## src/ctrl_pkg.sv

```systemverilog
// Control path package with stream widths, codes, packet field layout and FSM states
`default_nettype none

package ctrl_pkg;

  // ------------------------------
  // Widths with a meaning
  // ------------------------------
  typedef logic [31:0] ctrl_word_t;
  typedef logic [19:0] ctrl_addr_t;
  typedef logic [9:0]  ctrl_port_t;
  typedef logic [15:0] ctrl_epid_t;
  typedef logic [63:0] ctrl_time_t;
  typedef logic [5:0]  ctrl_seq_t;
  typedef logic [1:0]  ctrl_status_t;
  typedef logic [3:0]  ctrl_opcode_t;

  // Response status codes
  localparam ctrl_status_t STS_OKAY    = 2'd0;
  localparam ctrl_status_t STS_CMDERR  = 2'd1;
  localparam ctrl_status_t STS_TSERR   = 2'd2;
  localparam ctrl_status_t STS_WARNING = 2'd3;

  // Operation codes
  localparam ctrl_opcode_t OP_WRITE      = 4'd1;
  localparam ctrl_opcode_t OP_READ       = 4'd2;
  localparam ctrl_opcode_t OP_WRITE_READ = 4'd3;

  // ------------------------------
  // Packet field layout
  // ------------------------------
  // Header low word
  localparam int HDR_DST_LSB  = 0;
  localparam int HDR_DST_MSB  = 9;
  localparam int HDR_SRC_LSB  = 10;
  localparam int HDR_SRC_MSB  = 19;
  localparam int HDR_NUM_LSB  = 20;
  localparam int HDR_NUM_MSB  = 23;
  localparam int HDR_SEQ_LSB  = 24;
  localparam int HDR_SEQ_MSB  = 29;
  localparam int HDR_HAS_TIME = 30;
  localparam int HDR_IS_ACK   = 31;
  // Header high word
  localparam int HDR_REM_PORT_LSB = 0;
  localparam int HDR_REM_PORT_MSB = 9;
  localparam int HDR_REM_EPID_LSB = 10;
  localparam int HDR_REM_EPID_MSB = 25;
  // Operation word
  localparam int OPW_ADDR_LSB = 0;
  localparam int OPW_ADDR_MSB = 19;
  localparam int OPW_BE_LSB   = 20;
  localparam int OPW_BE_MSB   = 23;
  localparam int OPW_CODE_LSB = 24;
  localparam int OPW_CODE_MSB = 27;
  localparam int OPW_STS_LSB  = 30;
  localparam int OPW_STS_MSB  = 31;

  // ------------------------------
  // Bundles
  // ------------------------------
  typedef struct packed {
    logic       wr;
    logic       rd;
    ctrl_addr_t addr;
    ctrl_port_t portid;
    ctrl_epid_t rem_epid;
    ctrl_port_t rem_portid;
    ctrl_word_t data;
    logic [3:0] byte_en;
    logic       has_time;
    ctrl_time_t timestamp;
  } ctrl_req_t;

  typedef struct packed {
    logic         ack;
    ctrl_status_t status;
    ctrl_word_t   data;
  } ctrl_resp_t;

  // tready travels on its own in the opposite direction
  typedef struct packed {
    ctrl_word_t tdata;
    logic       tlast;
    logic       tvalid;
  } ctrl_stream_t;

  // ------------------------------
  // State machines
  // ------------------------------
  typedef enum logic [3:0] {
    M_IDLE, M_REQ_HDR_LO, M_REQ_HDR_HI, M_REQ_TS_LO, M_REQ_TS_HI, M_REQ_OP, M_REQ_DATA,
    M_RESP_HDR_LO, M_RESP_HDR_HI, M_RESP_TS_LO, M_RESP_TS_HI, M_RESP_OP, M_RESP_DATA
  } master_state_t;

  typedef enum logic [3:0] {
    R_IDLE, R_HDR_HI, R_TS_LO, R_TS_HI, R_OP, R_DATA, R_ACCESS, R_WAIT,
    R_RESP_HDR_LO, R_RESP_HDR_HI, R_RESP_TS_LO, R_RESP_TS_HI, R_RESP_OP, R_RESP_DATA
  } resp_state_t;

endpackage

`default_nettype wire
```

## src/ctrl_loopback_top.sv

```systemverilog
// Loopback control path joining master, responder and register bank
`default_nettype none

module ctrl_loopback_top #(
  parameter ctrl_pkg::ctrl_port_t MASTER_PORTID = 10'd2,
  parameter ctrl_pkg::ctrl_epid_t LOCAL_EPID    = 16'h0010,
  parameter ctrl_pkg::ctrl_port_t LOCAL_PORTID  = 10'd5,
  parameter int                   NUM_REGS      = 16
) (
  input  wire                      clk,
  input  wire                      rst,
  input  wire ctrl_pkg::ctrl_req_t ctrl_req,
  output ctrl_pkg::ctrl_resp_t     ctrl_resp
);

  // ------------------------------
  // Stream links
  // ------------------------------
  ctrl_pkg::ctrl_stream_t req_stream;
  logic                   req_tready;
  ctrl_pkg::ctrl_stream_t resp_stream;
  logic                   resp_tready;

  // Register access
  logic                   reg_wr;
  logic                   reg_rd;
  ctrl_pkg::ctrl_addr_t   reg_addr;
  ctrl_pkg::ctrl_word_t   reg_wdata;
  logic [3:0]             reg_byte_en;
  ctrl_pkg::ctrl_word_t   reg_rdata;
  logic                   reg_ack;
  logic                   reg_err;

  ctrl_master #(
    .MASTER_PORTID(MASTER_PORTID)
  ) ctrl_master_inst (
    .clk(clk), .rst(rst),
    .req(ctrl_req), .resp(ctrl_resp),
    .req_stream(req_stream), .req_tready(req_tready),
    .resp_stream(resp_stream), .resp_tready(resp_tready)
  );

  ctrl_responder #(
    .LOCAL_EPID(LOCAL_EPID), .LOCAL_PORTID(LOCAL_PORTID), .NUM_REGS(NUM_REGS)
  ) ctrl_responder_inst (
    .clk(clk), .rst(rst),
    .req_stream(req_stream), .req_tready(req_tready),
    .resp_stream(resp_stream), .resp_tready(resp_tready),
    .reg_wr(reg_wr), .reg_rd(reg_rd), .reg_addr(reg_addr),
    .reg_wdata(reg_wdata), .reg_byte_en(reg_byte_en),
    .reg_rdata(reg_rdata), .reg_ack(reg_ack), .reg_err(reg_err)
  );

  ctrl_reg_bank #(
    .NUM_REGS(NUM_REGS)
  ) ctrl_reg_bank_inst (
    .clk(clk), .rst(rst),
    .reg_wr(reg_wr), .reg_rd(reg_rd), .reg_addr(reg_addr),
    .reg_wdata(reg_wdata), .reg_byte_en(reg_byte_en),
    .reg_rdata(reg_rdata), .reg_ack(reg_ack), .reg_err(reg_err)
  );

endmodule

`default_nettype wire

```

## src/ctrl_responder.sv

```systemverilog
// Control responder that checks request packets, runs the register access and answers
`default_nettype none

module ctrl_responder #(
  parameter ctrl_pkg::ctrl_epid_t LOCAL_EPID   = 16'h0010,
  parameter ctrl_pkg::ctrl_port_t LOCAL_PORTID = 10'd5,
  parameter int                   NUM_REGS     = 16
) (
  input  wire                         clk,
  input  wire                         rst,
  input  wire ctrl_pkg::ctrl_stream_t req_stream,
  output logic                        req_tready,
  output ctrl_pkg::ctrl_stream_t      resp_stream,
  input  wire                         resp_tready,
  output logic                        reg_wr,
  output logic                        reg_rd,
  output ctrl_pkg::ctrl_addr_t        reg_addr,
  output ctrl_pkg::ctrl_word_t        reg_wdata,
  output logic [3:0]                  reg_byte_en,
  input  wire ctrl_pkg::ctrl_word_t   reg_rdata,
  input  wire                         reg_ack,
  input  wire                         reg_err
);

  ctrl_pkg::resp_state_t  state;
  logic                   req_ok;
  // Captured request fields
  ctrl_pkg::ctrl_port_t   dst_port;
  ctrl_pkg::ctrl_port_t   src_port;
  ctrl_pkg::ctrl_seq_t    seq_num;
  logic                   has_time;
  ctrl_pkg::ctrl_port_t   rem_port;
  ctrl_pkg::ctrl_epid_t   rem_epid;
  ctrl_pkg::ctrl_time_t   time_q;
  ctrl_pkg::ctrl_addr_t   addr_q;
  logic [3:0]             byte_en_q;
  ctrl_pkg::ctrl_opcode_t opcode_q;
  ctrl_pkg::ctrl_word_t   wdata_q;
  // Result
  ctrl_pkg::ctrl_status_t status_q;
  ctrl_pkg::ctrl_word_t   rdata_q;

  logic req_beat;
  logic resp_beat;

  assign req_beat  = req_stream.tvalid && req_tready;
  assign resp_beat = resp_stream.tvalid && resp_tready;

  always_ff @(posedge clk) begin
    if (rst) begin
      state <= ctrl_pkg::R_IDLE;
    end else begin
      case (state)
        ctrl_pkg::R_IDLE:   if (req_beat) state <= ctrl_pkg::R_HDR_HI;
        ctrl_pkg::R_HDR_HI: begin
          if (req_beat) state <= has_time ? ctrl_pkg::R_TS_LO : ctrl_pkg::R_OP;
        end
        ctrl_pkg::R_TS_LO:  if (req_beat) state <= ctrl_pkg::R_TS_HI;
        ctrl_pkg::R_TS_HI:  if (req_beat) state <= ctrl_pkg::R_OP;
        ctrl_pkg::R_OP:     if (req_beat) state <= ctrl_pkg::R_DATA;
        ctrl_pkg::R_DATA: begin
          // Misaddressed request skips the register access
          if (req_beat) state <= req_ok ? ctrl_pkg::R_ACCESS : ctrl_pkg::R_RESP_HDR_LO;
        end
        ctrl_pkg::R_ACCESS: state <= ctrl_pkg::R_WAIT;
        ctrl_pkg::R_WAIT:   state <= ctrl_pkg::R_RESP_HDR_LO;
        ctrl_pkg::R_RESP_HDR_LO: if (resp_beat) state <= ctrl_pkg::R_RESP_HDR_HI;
        ctrl_pkg::R_RESP_HDR_HI: begin
          if (resp_beat) state <= has_time ? ctrl_pkg::R_RESP_TS_LO : ctrl_pkg::R_RESP_OP;
        end
        ctrl_pkg::R_RESP_TS_LO: if (resp_beat) state <= ctrl_pkg::R_RESP_TS_HI;
        ctrl_pkg::R_RESP_TS_HI: if (resp_beat) state <= ctrl_pkg::R_RESP_OP;
        ctrl_pkg::R_RESP_OP:    if (resp_beat) state <= ctrl_pkg::R_RESP_DATA;
        ctrl_pkg::R_RESP_DATA:  if (resp_beat) state <= ctrl_pkg::R_IDLE;
        default: state <= ctrl_pkg::R_IDLE;
      endcase
    end
  end

  // Field capture, one word per state
  always_ff @(posedge clk) begin
    if (req_beat) begin
      case (state)
        ctrl_pkg::R_IDLE: begin
          dst_port <= req_stream.tdata[ctrl_pkg::HDR_DST_MSB:ctrl_pkg::HDR_DST_LSB];
          src_port <= req_stream.tdata[ctrl_pkg::HDR_SRC_MSB:ctrl_pkg::HDR_SRC_LSB];
          seq_num  <= req_stream.tdata[ctrl_pkg::HDR_SEQ_MSB:ctrl_pkg::HDR_SEQ_LSB];
          has_time <= req_stream.tdata[ctrl_pkg::HDR_HAS_TIME];
          req_ok   <= req_stream.tdata[ctrl_pkg::HDR_DST_MSB:ctrl_pkg::HDR_DST_LSB]
                      == LOCAL_PORTID;
        end
        ctrl_pkg::R_HDR_HI: begin
          rem_port <= req_stream.tdata[ctrl_pkg::HDR_REM_PORT_MSB:ctrl_pkg::HDR_REM_PORT_LSB];
          rem_epid <= req_stream.tdata[ctrl_pkg::HDR_REM_EPID_MSB:ctrl_pkg::HDR_REM_EPID_LSB];
          req_ok   <= req_ok && req_stream.tdata[ctrl_pkg::HDR_REM_EPID_MSB:
                                                 ctrl_pkg::HDR_REM_EPID_LSB] == LOCAL_EPID;
        end
        ctrl_pkg::R_TS_LO: time_q[31:0]  <= req_stream.tdata;
        ctrl_pkg::R_TS_HI: time_q[63:32] <= req_stream.tdata;
        ctrl_pkg::R_OP: begin
          addr_q    <= req_stream.tdata[ctrl_pkg::OPW_ADDR_MSB:ctrl_pkg::OPW_ADDR_LSB];
          byte_en_q <= req_stream.tdata[ctrl_pkg::OPW_BE_MSB:ctrl_pkg::OPW_BE_LSB];
          opcode_q  <= req_stream.tdata[ctrl_pkg::OPW_CODE_MSB:ctrl_pkg::OPW_CODE_LSB];
        end
        ctrl_pkg::R_DATA: begin
          wdata_q  <= req_stream.tdata;
          status_q <= ctrl_pkg::STS_CMDERR;
          rdata_q  <= '0;
        end
        default: ;
      endcase
    end
    // Bank answer, no ack means an unknown opcode
    if (state == ctrl_pkg::R_WAIT) begin
      if (!reg_ack || reg_err) begin
        status_q <= ctrl_pkg::STS_CMDERR;
        rdata_q  <= '0;
      end else begin
        status_q <= ctrl_pkg::STS_OKAY;
        rdata_q  <= (opcode_q == ctrl_pkg::OP_WRITE) ? wdata_q : reg_rdata;
      end
    end
  end

  assign req_tready = state inside {ctrl_pkg::R_IDLE, ctrl_pkg::R_HDR_HI, ctrl_pkg::R_TS_LO,
                                    ctrl_pkg::R_TS_HI, ctrl_pkg::R_OP, ctrl_pkg::R_DATA};

  // ------------------------------
  // Register strobes
  // ------------------------------
  assign reg_wr = (state == ctrl_pkg::R_ACCESS) &&
                  (opcode_q == ctrl_pkg::OP_WRITE || opcode_q == ctrl_pkg::OP_WRITE_READ);
  assign reg_rd = (state == ctrl_pkg::R_ACCESS) &&
                  (opcode_q == ctrl_pkg::OP_READ || opcode_q == ctrl_pkg::OP_WRITE_READ);
  assign reg_addr    = addr_q;
  assign reg_wdata   = wdata_q;
  assign reg_byte_en = byte_en_q;

  // ------------------------------
  // Response packet words
  // ------------------------------
  always_comb begin
    resp_stream.tdata  = '0;
    resp_stream.tvalid = 1'b1;
    resp_stream.tlast  = (state == ctrl_pkg::R_RESP_DATA);
    case (state)
      ctrl_pkg::R_RESP_HDR_LO: begin
        // Ports swapped for the way back
        resp_stream.tdata[ctrl_pkg::HDR_DST_MSB:ctrl_pkg::HDR_DST_LSB] = src_port;
        resp_stream.tdata[ctrl_pkg::HDR_SRC_MSB:ctrl_pkg::HDR_SRC_LSB] = dst_port;
        resp_stream.tdata[ctrl_pkg::HDR_NUM_MSB:ctrl_pkg::HDR_NUM_LSB] = 4'd1;
        resp_stream.tdata[ctrl_pkg::HDR_SEQ_MSB:ctrl_pkg::HDR_SEQ_LSB] = seq_num;
        resp_stream.tdata[ctrl_pkg::HDR_HAS_TIME] = has_time;
        resp_stream.tdata[ctrl_pkg::HDR_IS_ACK]   = 1'b1;
      end
      ctrl_pkg::R_RESP_HDR_HI: begin
        resp_stream.tdata[ctrl_pkg::HDR_REM_PORT_MSB:ctrl_pkg::HDR_REM_PORT_LSB] = rem_port;
        resp_stream.tdata[ctrl_pkg::HDR_REM_EPID_MSB:ctrl_pkg::HDR_REM_EPID_LSB] = rem_epid;
      end
      ctrl_pkg::R_RESP_TS_LO: resp_stream.tdata = time_q[31:0];
      ctrl_pkg::R_RESP_TS_HI: resp_stream.tdata = time_q[63:32];
      ctrl_pkg::R_RESP_OP: begin
        resp_stream.tdata[ctrl_pkg::OPW_ADDR_MSB:ctrl_pkg::OPW_ADDR_LSB] = addr_q;
        resp_stream.tdata[ctrl_pkg::OPW_BE_MSB:ctrl_pkg::OPW_BE_LSB]     = byte_en_q;
        resp_stream.tdata[ctrl_pkg::OPW_CODE_MSB:ctrl_pkg::OPW_CODE_LSB] = opcode_q;
        resp_stream.tdata[ctrl_pkg::OPW_STS_MSB:ctrl_pkg::OPW_STS_LSB]   = status_q;
      end
      ctrl_pkg::R_RESP_DATA: resp_stream.tdata = rdata_q;
      default: resp_stream.tvalid = 1'b0;
    endcase
  end

  // Bank answers exactly one cycle after a strobe
  a_reg_ack_next: assert property (@(posedge clk) disable iff (rst)
    reg_wr || reg_rd |=> reg_ack);

endmodule

`default_nettype wire

```

## src/ctrl_master.sv

```systemverilog
// Control master turning port requests into request packets and responses into acks
`default_nettype none

module ctrl_master #(
  parameter ctrl_pkg::ctrl_port_t MASTER_PORTID = 10'd2
) (
  input  wire                     clk,
  input  wire                     rst,
  input  wire ctrl_pkg::ctrl_req_t req,
  output ctrl_pkg::ctrl_resp_t    resp,
  output ctrl_pkg::ctrl_stream_t  req_stream,
  input  wire                     req_tready,
  input  wire ctrl_pkg::ctrl_stream_t resp_stream,
  output logic                    resp_tready
);

  ctrl_pkg::master_state_t state;
  ctrl_pkg::ctrl_seq_t     seq_num;
  // Cached request
  ctrl_pkg::ctrl_req_t     req_q;
  ctrl_pkg::ctrl_opcode_t  opcode_q;
  // Response tracking
  logic                    resp_has_time;
  logic                    cmd_err;
  logic                    seq_err;
  ctrl_pkg::ctrl_status_t  resp_status;

  always_ff @(posedge clk) begin
    if (rst) begin
      state   <= ctrl_pkg::M_IDLE;
      seq_num <= '0;
    end else begin
      case (state)
        ctrl_pkg::M_IDLE: begin
          if (req.wr || req.rd) begin
            state <= ctrl_pkg::M_REQ_HDR_LO;
          end
        end
        ctrl_pkg::M_REQ_HDR_LO: if (req_tready) state <= ctrl_pkg::M_REQ_HDR_HI;
        ctrl_pkg::M_REQ_HDR_HI: begin
          if (req_tready) begin
            state <= req_q.has_time ? ctrl_pkg::M_REQ_TS_LO : ctrl_pkg::M_REQ_OP;
          end
        end
        ctrl_pkg::M_REQ_TS_LO: if (req_tready) state <= ctrl_pkg::M_REQ_TS_HI;
        ctrl_pkg::M_REQ_TS_HI: if (req_tready) state <= ctrl_pkg::M_REQ_OP;
        ctrl_pkg::M_REQ_OP:    if (req_tready) state <= ctrl_pkg::M_REQ_DATA;
        ctrl_pkg::M_REQ_DATA:  if (req_tready) state <= ctrl_pkg::M_RESP_HDR_LO;
        ctrl_pkg::M_RESP_HDR_LO: begin
          if (resp_stream.tvalid) state <= ctrl_pkg::M_RESP_HDR_HI;
        end
        ctrl_pkg::M_RESP_HDR_HI: begin
          if (resp_stream.tvalid) begin
            state <= resp_has_time ? ctrl_pkg::M_RESP_TS_LO : ctrl_pkg::M_RESP_OP;
          end
        end
        ctrl_pkg::M_RESP_TS_LO: if (resp_stream.tvalid) state <= ctrl_pkg::M_RESP_TS_HI;
        ctrl_pkg::M_RESP_TS_HI: if (resp_stream.tvalid) state <= ctrl_pkg::M_RESP_OP;
        ctrl_pkg::M_RESP_OP:    if (resp_stream.tvalid) state <= ctrl_pkg::M_RESP_DATA;
        ctrl_pkg::M_RESP_DATA: begin
          // Transaction done, next request uses the next sequence number
          if (resp_stream.tvalid) begin
            state   <= ctrl_pkg::M_IDLE;
            seq_num <= seq_num + 6'd1;
          end
        end
        default: state <= ctrl_pkg::M_IDLE;
      endcase
    end
  end

  // Request cache and response checks
  always_ff @(posedge clk) begin
    if (state == ctrl_pkg::M_IDLE && (req.wr || req.rd)) begin
      req_q <= req;
      if (req.wr && req.rd) opcode_q <= ctrl_pkg::OP_WRITE_READ;
      else if (req.rd)      opcode_q <= ctrl_pkg::OP_READ;
      else                  opcode_q <= ctrl_pkg::OP_WRITE;
    end
    if (state == ctrl_pkg::M_RESP_HDR_LO && resp_stream.tvalid) begin
      resp_has_time <= resp_stream.tdata[ctrl_pkg::HDR_HAS_TIME];
      seq_err <= resp_stream.tdata[ctrl_pkg::HDR_SEQ_MSB:ctrl_pkg::HDR_SEQ_LSB] != seq_num;
      cmd_err <= resp_stream.tdata[ctrl_pkg::HDR_DST_MSB:ctrl_pkg::HDR_DST_LSB]
                 != MASTER_PORTID;
    end
    if (state == ctrl_pkg::M_RESP_OP && resp_stream.tvalid) begin
      // Echoed opcode and address must match the request
      cmd_err <= cmd_err ||
                 resp_stream.tdata[ctrl_pkg::OPW_CODE_MSB:ctrl_pkg::OPW_CODE_LSB] != opcode_q ||
                 resp_stream.tdata[ctrl_pkg::OPW_ADDR_MSB:ctrl_pkg::OPW_ADDR_LSB] != req_q.addr;
      resp_status <= resp_stream.tdata[ctrl_pkg::OPW_STS_MSB:ctrl_pkg::OPW_STS_LSB];
    end
  end

  // ------------------------------
  // Request packet words
  // ------------------------------
  always_comb begin
    req_stream.tdata  = '0;
    req_stream.tvalid = 1'b1;
    req_stream.tlast  = (state == ctrl_pkg::M_REQ_DATA);
    case (state)
      ctrl_pkg::M_REQ_HDR_LO: begin
        req_stream.tdata[ctrl_pkg::HDR_DST_MSB:ctrl_pkg::HDR_DST_LSB] = req_q.portid;
        req_stream.tdata[ctrl_pkg::HDR_SRC_MSB:ctrl_pkg::HDR_SRC_LSB] = MASTER_PORTID;
        req_stream.tdata[ctrl_pkg::HDR_NUM_MSB:ctrl_pkg::HDR_NUM_LSB] = 4'd1;
        req_stream.tdata[ctrl_pkg::HDR_SEQ_MSB:ctrl_pkg::HDR_SEQ_LSB] = seq_num;
        req_stream.tdata[ctrl_pkg::HDR_HAS_TIME] = req_q.has_time;
      end
      ctrl_pkg::M_REQ_HDR_HI: begin
        req_stream.tdata[ctrl_pkg::HDR_REM_PORT_MSB:ctrl_pkg::HDR_REM_PORT_LSB] =
          req_q.rem_portid;
        req_stream.tdata[ctrl_pkg::HDR_REM_EPID_MSB:ctrl_pkg::HDR_REM_EPID_LSB] =
          req_q.rem_epid;
      end
      ctrl_pkg::M_REQ_TS_LO: req_stream.tdata = req_q.timestamp[31:0];
      ctrl_pkg::M_REQ_TS_HI: req_stream.tdata = req_q.timestamp[63:32];
      ctrl_pkg::M_REQ_OP: begin
        // Status field goes out as OKAY
        req_stream.tdata[ctrl_pkg::OPW_ADDR_MSB:ctrl_pkg::OPW_ADDR_LSB] = req_q.addr;
        req_stream.tdata[ctrl_pkg::OPW_BE_MSB:ctrl_pkg::OPW_BE_LSB]     = req_q.byte_en;
        req_stream.tdata[ctrl_pkg::OPW_CODE_MSB:ctrl_pkg::OPW_CODE_LSB] = opcode_q;
        req_stream.tdata[ctrl_pkg::OPW_STS_MSB:ctrl_pkg::OPW_STS_LSB]   = ctrl_pkg::STS_OKAY;
      end
      ctrl_pkg::M_REQ_DATA: req_stream.tdata = req_q.data;
      default: req_stream.tvalid = 1'b0;
    endcase
  end

  // Accept response words only after the request is out
  assign resp_tready = state inside {ctrl_pkg::M_RESP_HDR_LO, ctrl_pkg::M_RESP_HDR_HI,
                                     ctrl_pkg::M_RESP_TS_LO, ctrl_pkg::M_RESP_TS_HI,
                                     ctrl_pkg::M_RESP_OP, ctrl_pkg::M_RESP_DATA};

  // Ack on the data word, errors ranked CMDERR then WARNING
  always_comb begin
    resp.ack  = (state == ctrl_pkg::M_RESP_DATA) && resp_stream.tvalid;
    resp.data = resp_stream.tdata;
    if (cmd_err)      resp.status = ctrl_pkg::STS_CMDERR;
    else if (seq_err) resp.status = ctrl_pkg::STS_WARNING;
    else              resp.status = resp_status;
  end

  // ------------------------------
  // Checks
  // ------------------------------
  // One outstanding request only
  a_no_strobe_busy: assert property (@(posedge clk) disable iff (rst)
    state != ctrl_pkg::M_IDLE |-> !(req.wr || req.rd));

  // Response length is exact
  a_resp_tlast: assert property (@(posedge clk) disable iff (rst)
    resp_stream.tvalid && resp_tready |->
      resp_stream.tlast == (state == ctrl_pkg::M_RESP_DATA));

  a_req_stall_stable: assert property (@(posedge clk) disable iff (rst)
    req_stream.tvalid && !req_tready |=> req_stream.tvalid && $stable(req_stream.tdata));

endmodule

`default_nettype wire

```

## src/ctrl_reg_bank.sv

```systemverilog
// Register bank with byte enabled writes and out of range detection
`default_nettype none

module ctrl_reg_bank #(
  parameter int NUM_REGS = 16
) (
  input  wire                       clk,
  input  wire                       rst,
  input  wire                       reg_wr,
  input  wire                       reg_rd,
  input  wire ctrl_pkg::ctrl_addr_t reg_addr,
  input  wire ctrl_pkg::ctrl_word_t reg_wdata,
  input  wire [3:0]                 reg_byte_en,
  output ctrl_pkg::ctrl_word_t      reg_rdata,
  output logic                      reg_ack,
  output logic                      reg_err
);

  localparam int IW = (NUM_REGS > 1) ? $clog2(NUM_REGS) : 1;

  ctrl_pkg::ctrl_word_t regs [NUM_REGS];
  logic [17:0]          idx;
  logic                 in_range;
  ctrl_pkg::ctrl_word_t merged;

  // Word index and the post write value
  always_comb begin
    idx      = reg_addr[19:2];
    in_range = idx < NUM_REGS;
    merged   = in_range ? regs[idx[IW-1:0]] : '0;
    for (int b = 0; b < 4; b++) begin
      if (reg_wr && reg_byte_en[b]) merged[8*b +: 8] = reg_wdata[8*b +: 8];
    end
  end

  always_ff @(posedge clk) begin
    if (rst) begin
      for (int i = 0; i < NUM_REGS; i++) regs[i] <= '0;
      reg_ack <= 1'b0;
      reg_err <= 1'b0;
    end else begin
      reg_ack <= reg_wr || reg_rd;
      reg_err <= (reg_wr || reg_rd) && !in_range;
      if (reg_wr && in_range) regs[idx[IW-1:0]] <= merged;
    end
  end

  // Read data sees the write of the same access
  always_ff @(posedge clk) reg_rdata <= merged;

  a_no_strobe_on_ack: assert property (@(posedge clk) disable iff (rst)
    reg_ack |-> !(reg_wr || reg_rd));

endmodule

`default_nettype wire

```

## config.mk

```make
export PLATFORM = sky130hd
export DESIGN_NAME = ctrl_loopback_top
export DESIGN_NICKNAME = d
export VERILOG_FILES = /design/src/ctrl_pkg.sv /design/src/ctrl_loopback_top.sv /design/src/ctrl_responder.sv /design/src/ctrl_master.sv /design/src/ctrl_reg_bank.sv
export SDC_FILE = /design/constraint.sdc
export NUM_CORES = 1
export LEC_CHECK = 0
export BUFFER_PORTS_ARGS = -buffer_cell sky130_fd_sc_hd__buf_2
export CORE_UTILIZATION = 53
export DETAILED_ROUTE_END_ITERATION = 10
export PLACE_DENSITY_LB_ADDON = 0.12
export SYNTH_ARGS = -nofsm -noshare
export SYNTH_HDL_FRONTEND = slang
export SYNTH_HIERARCHICAL = 1
export SYNTH_SLANG_ARGS = --single-unit
export TNS_END_PERCENT = 10
```

## constraint.sdc

```tcl
create_clock -name clk -period 11.36 [get_ports clk]
set_input_delay 2.272 -clock clk [delete_from_list [all_inputs] [get_ports clk]]
set_output_delay 2.272 -clock clk [all_outputs]
set_load 0.01 [all_outputs]
```

## After elaboration in Yosys (flattened, before gate mapping)

Memories as Yosys holds them, arrays and structs flattened. A register that Yosys moved wholly into a read port is not among the register bits.
Cells that the tools add are included.

- Logic and storage cells: 215
- Bits in read-only memories: 0
- Memories: 1
- Memory bits (writable): 512
- Bits in latches: 0
- Output and inout port bits: 35
- Register bits after elaboration: 426

Memory list:

| memory | words | bits a word | read ports | clocked after memory_dff | write ports | line | RTL |
|---|---|---|---|---|---|---|---|
| ctrl_reg_bank_inst.regs | 16 | 32 | 1 | 1 | 16 | ctrl_reg_bank.sv:21 | `ctrl_pkg::ctrl_word_t regs [NUM_REGS];` |

- Magnitude comparators: 1
- Add/sub/neg operators: 1
- Reductions and logical operators: 47
- Multipliers: 0
- Shift operators: 0
- Bitwise logic cells: 0
- Mux-type cells: 72
- Divide/modulo/power cells: 0
- Equality and inequality tests: 59

Operator list:

| cell | count |
|---|---|
| $pmux W26 S6 | 2 |
| $mux W32 | 7 |
| $mux W4 | 28 |
| $pmux W4 S14 | 1 |
| $pmux W4 S13 | 1 |
| $ne A2 B1 Y1 const B | 25 |
| $eq A4 B4 Y1 const B | 11 |
| $eq A4 B3 Y1 const B | 8 |
| $mux W8 | 4 |
| $reduce_or A32 Y1 | 1 |
| $pmux W2 S5 | 3 |
| $eq A4 B2 Y1 const B | 6 |
| $ne A20 B20 Y1 | 1 |
| $lt A18 B5 Y1 const B | 1 |
| $reduce_and A2 Y1 | 9 |
| $eq A16 B5 Y1 const B | 1 |
| $logic_and A1 B1 Y1 | 16 |
| $pmux W2 S4 | 2 |
| $mux W2 | 7 |
| $reduce_and A13 Y1 | 1 |
| $eq A4 B1 Y1 const B | 3 |
| $reduce_and A12 Y1 | 1 |
| $reduce_bool A6 Y1 | 2 |
| $reduce_or A6 Y1 | 2 |
| other kinds (14) | 37 |

## Depth between registers and ports, before layout

Gate-level depths: netlist of run 1.

- Depth after elaboration: 9
- Depth in mapped cells: 10

## Hierarchy

Netlist of run 1, hierarchy kept.

By module, submodules not included:

| module | area an instance (µm²) | times used | cells each | seq. area each (µm²) |
|---|---|---|---|---|
| ctrl_reg_bank | 23771.5 | 1 | 1556 | 16055.4 |
| ctrl_responder | 8266.7 | 1 | 542 | 6416.2 |
| ctrl_master | 7056.8 | 1 | 478 | 5124.9 |

## Least setup slack after synthesis of run 1

Ideal clock, no wire load.

- Path type: input to register
- From: input ctrl_req[157] (netlist name)
- To: register ctrl_master_inst.opcode_q[0] (enable)
- Stages: 2
- Buffers on the path: 0
- Data arrival time: 9.277 ns
- Setup slack: 1.386 ns
- Required time: 10.663 ns
- Setup time: 0.697 ns
- Cell sequence: nor2_1 > nor2b_1

- Word-level cells in the longest chain between the ends: 2

RTL lines:

| item | line | RTL |
|---|---|---|
| from (decl) | ctrl_loopback_top.sv:12 | `input wire ctrl_pkg::ctrl_req_t ctrl_req,` |
| $logic_or A1 B1 Y1 | ctrl_master.sv:74 | `if (state == ctrl_pkg::M_IDLE && (req.wr \|\| req.rd)) begin` |
| $logic_and A1 B1 Y1 | ctrl_master.sv:74 |  |
| to (signal assigned) | ctrl_master.sv:76 | `if (req.wr && req.rd) opcode_q <= ctrl_pkg::OP_WRITE_READ;` |
| to (signal assigned) | ctrl_master.sv:77 | `else if (req.rd) opcode_q <= ctrl_pkg::OP_READ;` |
| to (signal assigned) | ctrl_master.sv:78 | `else opcode_q <= ctrl_pkg::OP_WRITE;` |
| to (decl) | ctrl_master.sv:21 | `ctrl_pkg::ctrl_opcode_t opcode_q;` |

Every way passes these cells.
A chain may end at the register's enable or synchronous reset.

==> results of run 1 <==
[kinds of logic after synthesis]
| kind of cell | count (synthesis) | share of synthesized area |
|---|---|---|
| XOR/XNOR | 33 | 0.00739 |
| multiplexers | 230 | 0.0976 |
| buffers and inverters | 267 | 0.0351 |
| AO/OA/AOI/OAI | 300 | 0.0637 |
| flip-flops | 935 | 0.706 |
| adder cells (fa/ha/maj) | 1 | 0.000320 |
| AND/OR/NAND/NOR | 810 | 0.0900 |
[cells in the mapped netlist, types with 4 or more instances]
master and n:
edfxtp_1 887, nor2_1 509, a22oi_1 153, nand2_1 135, mux4_2 120, mux2i_1 99, clkbuf_1 97, a21oi_1 74
buf_4 62, nand3_1 57, buf_2 50, dfxtp_1 48, inv_1 40, a22oi_4 30, nand2b_1 28, xnor2_1 24
nor4_1 12, and2_1 11, buf_6 10, mux2_2 9, nand4_1 9, o21ai_0 9, xor2_1 9, nor3_1 7
a222oi_1 6, a211oi_1 5, inv_2 5, nor2b_1 5, nor4bb_1 4, o22ai_1 4
[report_power, final]
part           switching (mW)  leakage (nW)  internal (mW)
Sequential              0.126          9.21           4.16
Combinational           0.502          4.94          0.199
Clock                    1.32          1.54           1.82
Total                    1.94          15.7           6.18
[how the worst max path moves through the flow]
stage / from / endpoint / slack [ns]
4_1_cts: ctrl_responder_inst/state[1] / ctrl_resp[1] / 5.80
2_1_floorplan: ctrl_req[157] / ctrl_master_inst/opcode_q[0] / 1.39
3_3_place_gp: rst / ctrl_reg_bank_inst/regs[7][14] / 6.28
6_report: ctrl_responder_inst/state[1] / ctrl_resp[1] / 5.81
5_1_grt: ctrl_responder_inst/state[1] / ctrl_resp[1] / 5.64
3_5_place_dp: rst / ctrl_reg_bank_inst/regs[9][9] / 6.33
[stage by stage]
step	setup slack [ns]	hold slack [ns]	power (mW)
after floorplan	1.39	0.520	4.75
after global placement	6.28	0.555	5.02
after detailed placement	6.33	0.552	5.05
after CTS	5.80	0.560	8.16
after global routing	5.64	0.587	8.35
final	5.81	0.554	8.12
[worst max-delay path, cell delays in order, from the launching register on]
cell and delay [ns]:
dfxtp_1 0.93, nor4bb_4 0.61, buf_4 0.43, a22oi_1 0.16, nand3_1 0.28, buf_2 0.20
[final cells by class]
class,count,area share
Multi-Input combinational cell,1374,0.235
Sequential cell,935,0.631
Inverter,45,0.00386
Antenna cell,2,0.000114
Clock buffer,116,0.0573
Clock inverter,58,0.0142
Timing Repair Buffer,239,0.0305
Tap cell,959,0.0274
[placed cells by master, fill, tap and decap left out, types with 6 or more instances in the layout]
cell,count
edfxtp_1,887
nor2_1,501
buf_2,195
a22oi_1,153
nand2_1,135
mux4_2,120
mux2i_1,99
clkbuf_16,95
a21oi_1,74
nand3_1,57
dfxtp_1,48
buf_4,42
inv_1,40
a22oi_4,30
xnor2_1,24
clkinv_2,20
clkbuf_1,16
clkinv_1,16
nand2b_2,16
nand2b_1,12
nor4_1,12
bufinv_16,11
and2_1,11
o21ai_0,9
xor2_1,9
nand4_1,9
mux2_2,9
a222oi_1,6
nor2_4,6
[sequential cells by signal, summed over array words and instances, names as in the netlist, 2 cells and up]
name                             flops
ctrl_reg_bank_inst/regs            512
ctrl_responder_inst/state            4
ctrl_master_inst/req_q             157
ctrl_responder_inst/seq_num          6
ctrl_responder_inst/rem_epid        16
ctrl_responder_inst/src_port        10
ctrl_reg_bank_inst/reg_rdata        32
ctrl_master_inst/opcode_q            2
ctrl_responder_inst/dst_port        10
ctrl_master_inst/seq_num             6
ctrl_master_inst/state               4
ctrl_responder_inst/rem_port        10
ctrl_responder_inst/opcode_q         4
ctrl_responder_inst/reg_addr        20
ctrl_responder_inst/reg_byte_en      4
ctrl_responder_inst/reg_wdata       32
ctrl_master_inst/resp_status         2
ctrl_responder_inst/time_q          64
ctrl_responder_inst/rdata_q         32
[layer usage]
layer,wire length [µm],vias to the layer above,global-route usage
met5,13,-,0
met4,2660,2,0.0825
met3,10400,137,0.0607
met2,49600,1111,0.428
met1,42800,12000,0.407
li1,-,9882,-
==> out/results.ini, run 1 <==
[route]
drtIter0Drc = 2807
first_pass_iters = 6
route.antenna.remaining_nets = 0
via_per_inst = 6.21
drcViolationCount = 0
routed_wl_mm = 106
wl_per_cell_um = 28.3
num_vias = 23200

[clocking]
cts_sinks = 935
cts.htree.levels = 3
clk_latency_ns = 0.66
cts_root_buf = clkbuf_16
cts_buffers = 94
cts_tree = done
cts_resized = 0
cts.clk_slew.worst_paths_ns = 0.07
ctsHoldBuffers = 0
post_cts_buffers = 0
max-clock-path-buffers = 3

[setup_path]
reg2regPathDepth = 8
endpoint_kind = output port
startpoint_type = register
critical_path_class = reg -> out
r2r-end = ctrl_reg_bank_inst/regs[9][8]
critPathArrivalTime_ns = 3.28
cp_max_fo = 27
r2r_start = ctrl_responder_inst/state[1]
cp.required_ns = 9.09
ff2ff_setup_slack_ns = 6.81

[sta]
min_period_over_period = 0.489
worst_pin_slew_ns = 1.17
min_period_ns = 5.55
finalHoldViolCount = 0
clock_skew_ns = 0.0243
rsz0062_at_grt = no
max_freq_mhz = 180
tns_ns = 0
setup-violations-final = 0
final_max_slew_viol_count = 0
max-slew-margin-rel = 0.221

[synthesis]
avgSynthCellArea_um2 = 15.2
synthFlopType = edfxtp_1
syn-num-nets = 2738
synthesis.instances = 2576
synth_cell_types = 67
synth_area_leaders = edfxtp_1, mux4_2, nor2_1
yosysTopAreaCellShare = 0.681
yosysSeqAreaShare = 0.706
synth-edff-count = 887
synth-warning-count = 6
synth-seq-cells = 935
synth_area_um2 = 39100
synthArstFlopShare = 0
synth_area_leader_cell = edfxtp_1

[job]
cap_violations = 0

[global_route]
grt_max_degree = 113
grt_use_total = 0.281
grt_pass1_wl_mm = 151
grt_pass1_vias = 22100
gr-total-overflow = 0
antenna_found_initial = 7

[cells_and_area]
stdcell_count = 3728
postLayoutCoreUtil = 0.599
drive_gt1_frac = 0.215
regArea_um2 = 27600
postLayoutCellArea_um2 = 43700
multi_input_area_um2 = 10300
syn2layout_area_growth_pct = 11.8
finalNetCount = 2851
fillerInstances = 5473

[worst_hold_path]
holdPathStages = 2
hold_class = reg -> reg
min_from = ctrl_reg_bank_inst/reg_rdata[6]
hold_path_end = ctrl_responder_inst/rdata_q[6]

[placed_design]
place_hpwl_mm = 67.6
place_area_um2 = 40600
io_buffers = 195
place_congestion = 0.893
dp.cells = 3552

[power]
vdd_drop_max_uv = 116
p_per_area_nw_per_um2 = 186
cellLeakagePower_nw = 15.7

[floorplan]
die-width_um = 274
num_rows = 99
ios = 196
die_area_um2 = 74900
dieHeight_um = 274
coreArea_um2 = 73000
start_util = 0.536

[status]
status = completed

Note: power is estimated with default switching activity, not from simulation.
==> inputs of run 2 (changes only) <==
--- a/config.mk
+++ b/config.mk
@@ -5,6 +5,7 @@
 export SDC_FILE = /design/constraint.sdc
 export NUM_CORES = 1
 export LEC_CHECK = 0
+export ABC_AREA = 1
 export BUFFER_PORTS_ARGS = -buffer_cell sky130_fd_sc_hd__buf_2
 export CORE_UTILIZATION = 53
 export DETAILED_ROUTE_END_ITERATION = 10
==> constraint.sdc (replaced) <==
create_clock -name clk -period 5.2 [get_ports clk]
set_input_delay 1.04 -clock clk [delete_from_list [all_inputs] [get_ports clk]]
set_output_delay 1.04 -clock clk [all_outputs]
set_load 0.01 [all_outputs]
==> out/results.ini, run 2 <==
[status]
status = completed

[setup_path]
slowest_stage = nor2_2
startpoint = ctrl_responder_inst/state[0]
r2r_start = ctrl_responder_inst/state[0]
cpPeakStageDelay_ns = 1.02
endpoint_kind = output port
path_cells = nand2_1, nor2_2, buf_4, nand2_1, nand3_1, buf_2
startpoint_type = register
cp.required_ns = 4.16
critical_path_class = reg -> out
critPathArrivalTime_ns = 3.18
cp_max_fo = 28
crit_top_cell = nand2_1

[synthesis]
synth_area_leaders = edfxtp_1, nand2_1, nor2_1
synth_area_um2 = 42000
synth-edff-count = 887
synth.most_common_cell = nand2_1
synth-seq-cells = 935
synthesis.instances = 4283
synth_cell_types = 45
syn-num-nets = 4445
synthArstFlopShare = 0
yosysSeqAreaShare = 0.657
synth_area_leader_cell = edfxtp_1
avgSynthCellArea_um2 = 9.81
synth-warning-count = 6
yosysTopAreaCellShare = 0.634
synthFlopType = edfxtp_1
ys_top_cells_by_count = nand2_1, edfxtp_1, nor2_1

[floorplan]
die_area_um2 = 80400
coreArea_um2 = 78000
start_util = 0.539
ios = 196
dieHeight_um = 284
num_rows = 102
die-width_um = 284

[global_route]
gr-total-overflow = 0
grt_max_degree = 127
antenna_found_initial = 0
grt_use_total = 0.267
grt_pass1_vias = 27900
grt_pass1_wl_mm = 164

[route]
route.antenna.remaining_nets = 0
routed_wl_mm = 107
drtIter0Drc = 2588
num_vias = 29000
wl_per_cell_um = 19.4
via_per_inst = 5.26
drcViolationCount = 0
first_pass_iters = 8

[placed_design]
io_buffers = 195
place_hpwl_mm = 66.5
place_area_um2 = 43500
post-place-ws_ns = 1.47
place_congestion = 0.855
dp.cells = 5343

[clocking]
cts_tree = done
clk_latency_ns = 0.66
cts_sinks = 935
cts_root_buf = clkbuf_16
cts.htree.levels = 3
ctsHoldBuffers = 0
cts_buffers = 95
cts.clk_slew.worst_paths_ns = 0.06
cts_resized = 0
post_cts_buffers = 0
max-clock-path-buffers = 3

[cells_and_area]
largest_register_ffs = 512
regMostFlops = ctrl_reg_bank_inst/regs
syn2layout_area_growth_pct = 10.7
drive_gt1_frac = 0.114
final_cell_mix = nand2_1, edfxtp_1, nor2_1
postLayoutCellArea_um2 = 46500
reg_top3 = ctrl_reg_bank_inst/regs (512), ctrl_master_inst/req_q (157), ctrl_responder_inst/time_q (64)
diodes = 0
stdcell_count = 5518
final_common_cell = nand2_1
finalNetCount = 4562

[sta]
final_max_slew_viol_count = 0
min_period_over_period = 0.812
max_freq_mhz = 237
min_period_ns = 4.22
clock_skew_ns = 0.0163
finalHoldViolCount = 0
tns_ns = 0
setup_slack_ns = 0.976
rsz0062_at_grt = no
setup-violations-final = 0
max-slew-margin-rel = 0.151
worst_pin_slew_ns = 1.27

[power]
cellLeakagePower_nw = 18.7
vdd_drop_max_uv = 350
p_per_area_nw_per_um2 = 433

[worst_hold_path]
hold_class = reg -> reg
min_from = ctrl_master_inst/seq_num[5]

[job]
cap_violations = 0

-- run 2: cell count changes after synthesis, moves of 42 or more --
cell,before,now
nand4_1,9,60
nor2_1,509,750
nand2_1,135,1315
clkbuf_1,97,55
nand3_1,57,144
inv_1,40,463
o21ai_0,9,88
mux2i_1,99,0
mux4_2,120,0
a22oi_1,153,0
-- run 2: final cells by class --
cell class	count	area, µm²
Inverter	481	1810
Sequential cell	935	27600
Clock inverter	49	403
Fill cell	6586	31500
Clock buffer	126	2620
Tap cell	1040	1300
Timing Repair Buffer	272	1670
Multi-Input combinational cell	2615	11100
-- run 2: cells by family after synthesis --
kind of cell / share of synthesized area
fa+ha+maj: 0.000298
simple gates: 0.232
xor+xnor: 0.00250
buf+inv: 0.0800
flops: 0.657
compound gates: 0.0289
-- run 2: critical path, delay by kind of cell, from the launching register on --
family | cells | cell delay, ns
simple gates | 4 | 1.44
flops | 1 | 0.62
buf+inv | 2 | 0.46
-- run 2: per-layer routing --
| layer | track usage | wire, µm | vias to the layer above |
|---|---|---|---|
| met1 | 0.356 | 44300 | 13600 |
| met3 | 0.0453 | 8950 | 184 |
| met5 | 0 | 0 | - |
| met2 | 0.444 | 51100 | 1237 |
| met4 | 0.0858 | 3030 | 0 |
| li1 | - | - | 14000 |
-- run 2: report_power, final --
part | internal [mW] | total [mW] | switching [mW]
clock network | 3.87 | 6.70 | 2.83
logic | 0.892 | 3.54 | 2.65
registers | 9.57 | 9.89 | 0.312
-- run 2: per-stage QoR --
| stage | utilization | hold slack [ns] | power (mW) |
|---|---|---|---|
| after floorplan | - | 0.471 | 12.3 |
| after detailed placement | 0.558 | 0.503 | 13.6 |
| after CTS | 0.597 | 0.513 | 20.2 |
| after global routing | 0.597 | 0.531 | 20.9 |
| after global placement | 0.558 | 0.502 | 13.5 |
| final | 0.597 | 0.519 | 20.1 |
-- run 2: final timing paths --
| path | endpoint | slack, ns | cells after the start |
|---|---|---|---|
| worst max-delay path | ctrl_resp[18] | 0.98 | 6 |
| worst min-delay path | ctrl_master_inst/seq_num[5] | 0.52 | 2 |
| worst max register to register | ctrl_master_inst/cmd_err | 1.59 | 13 |
| worst min register to register | ctrl_master_inst/seq_num[5] | 0.52 | 2 |
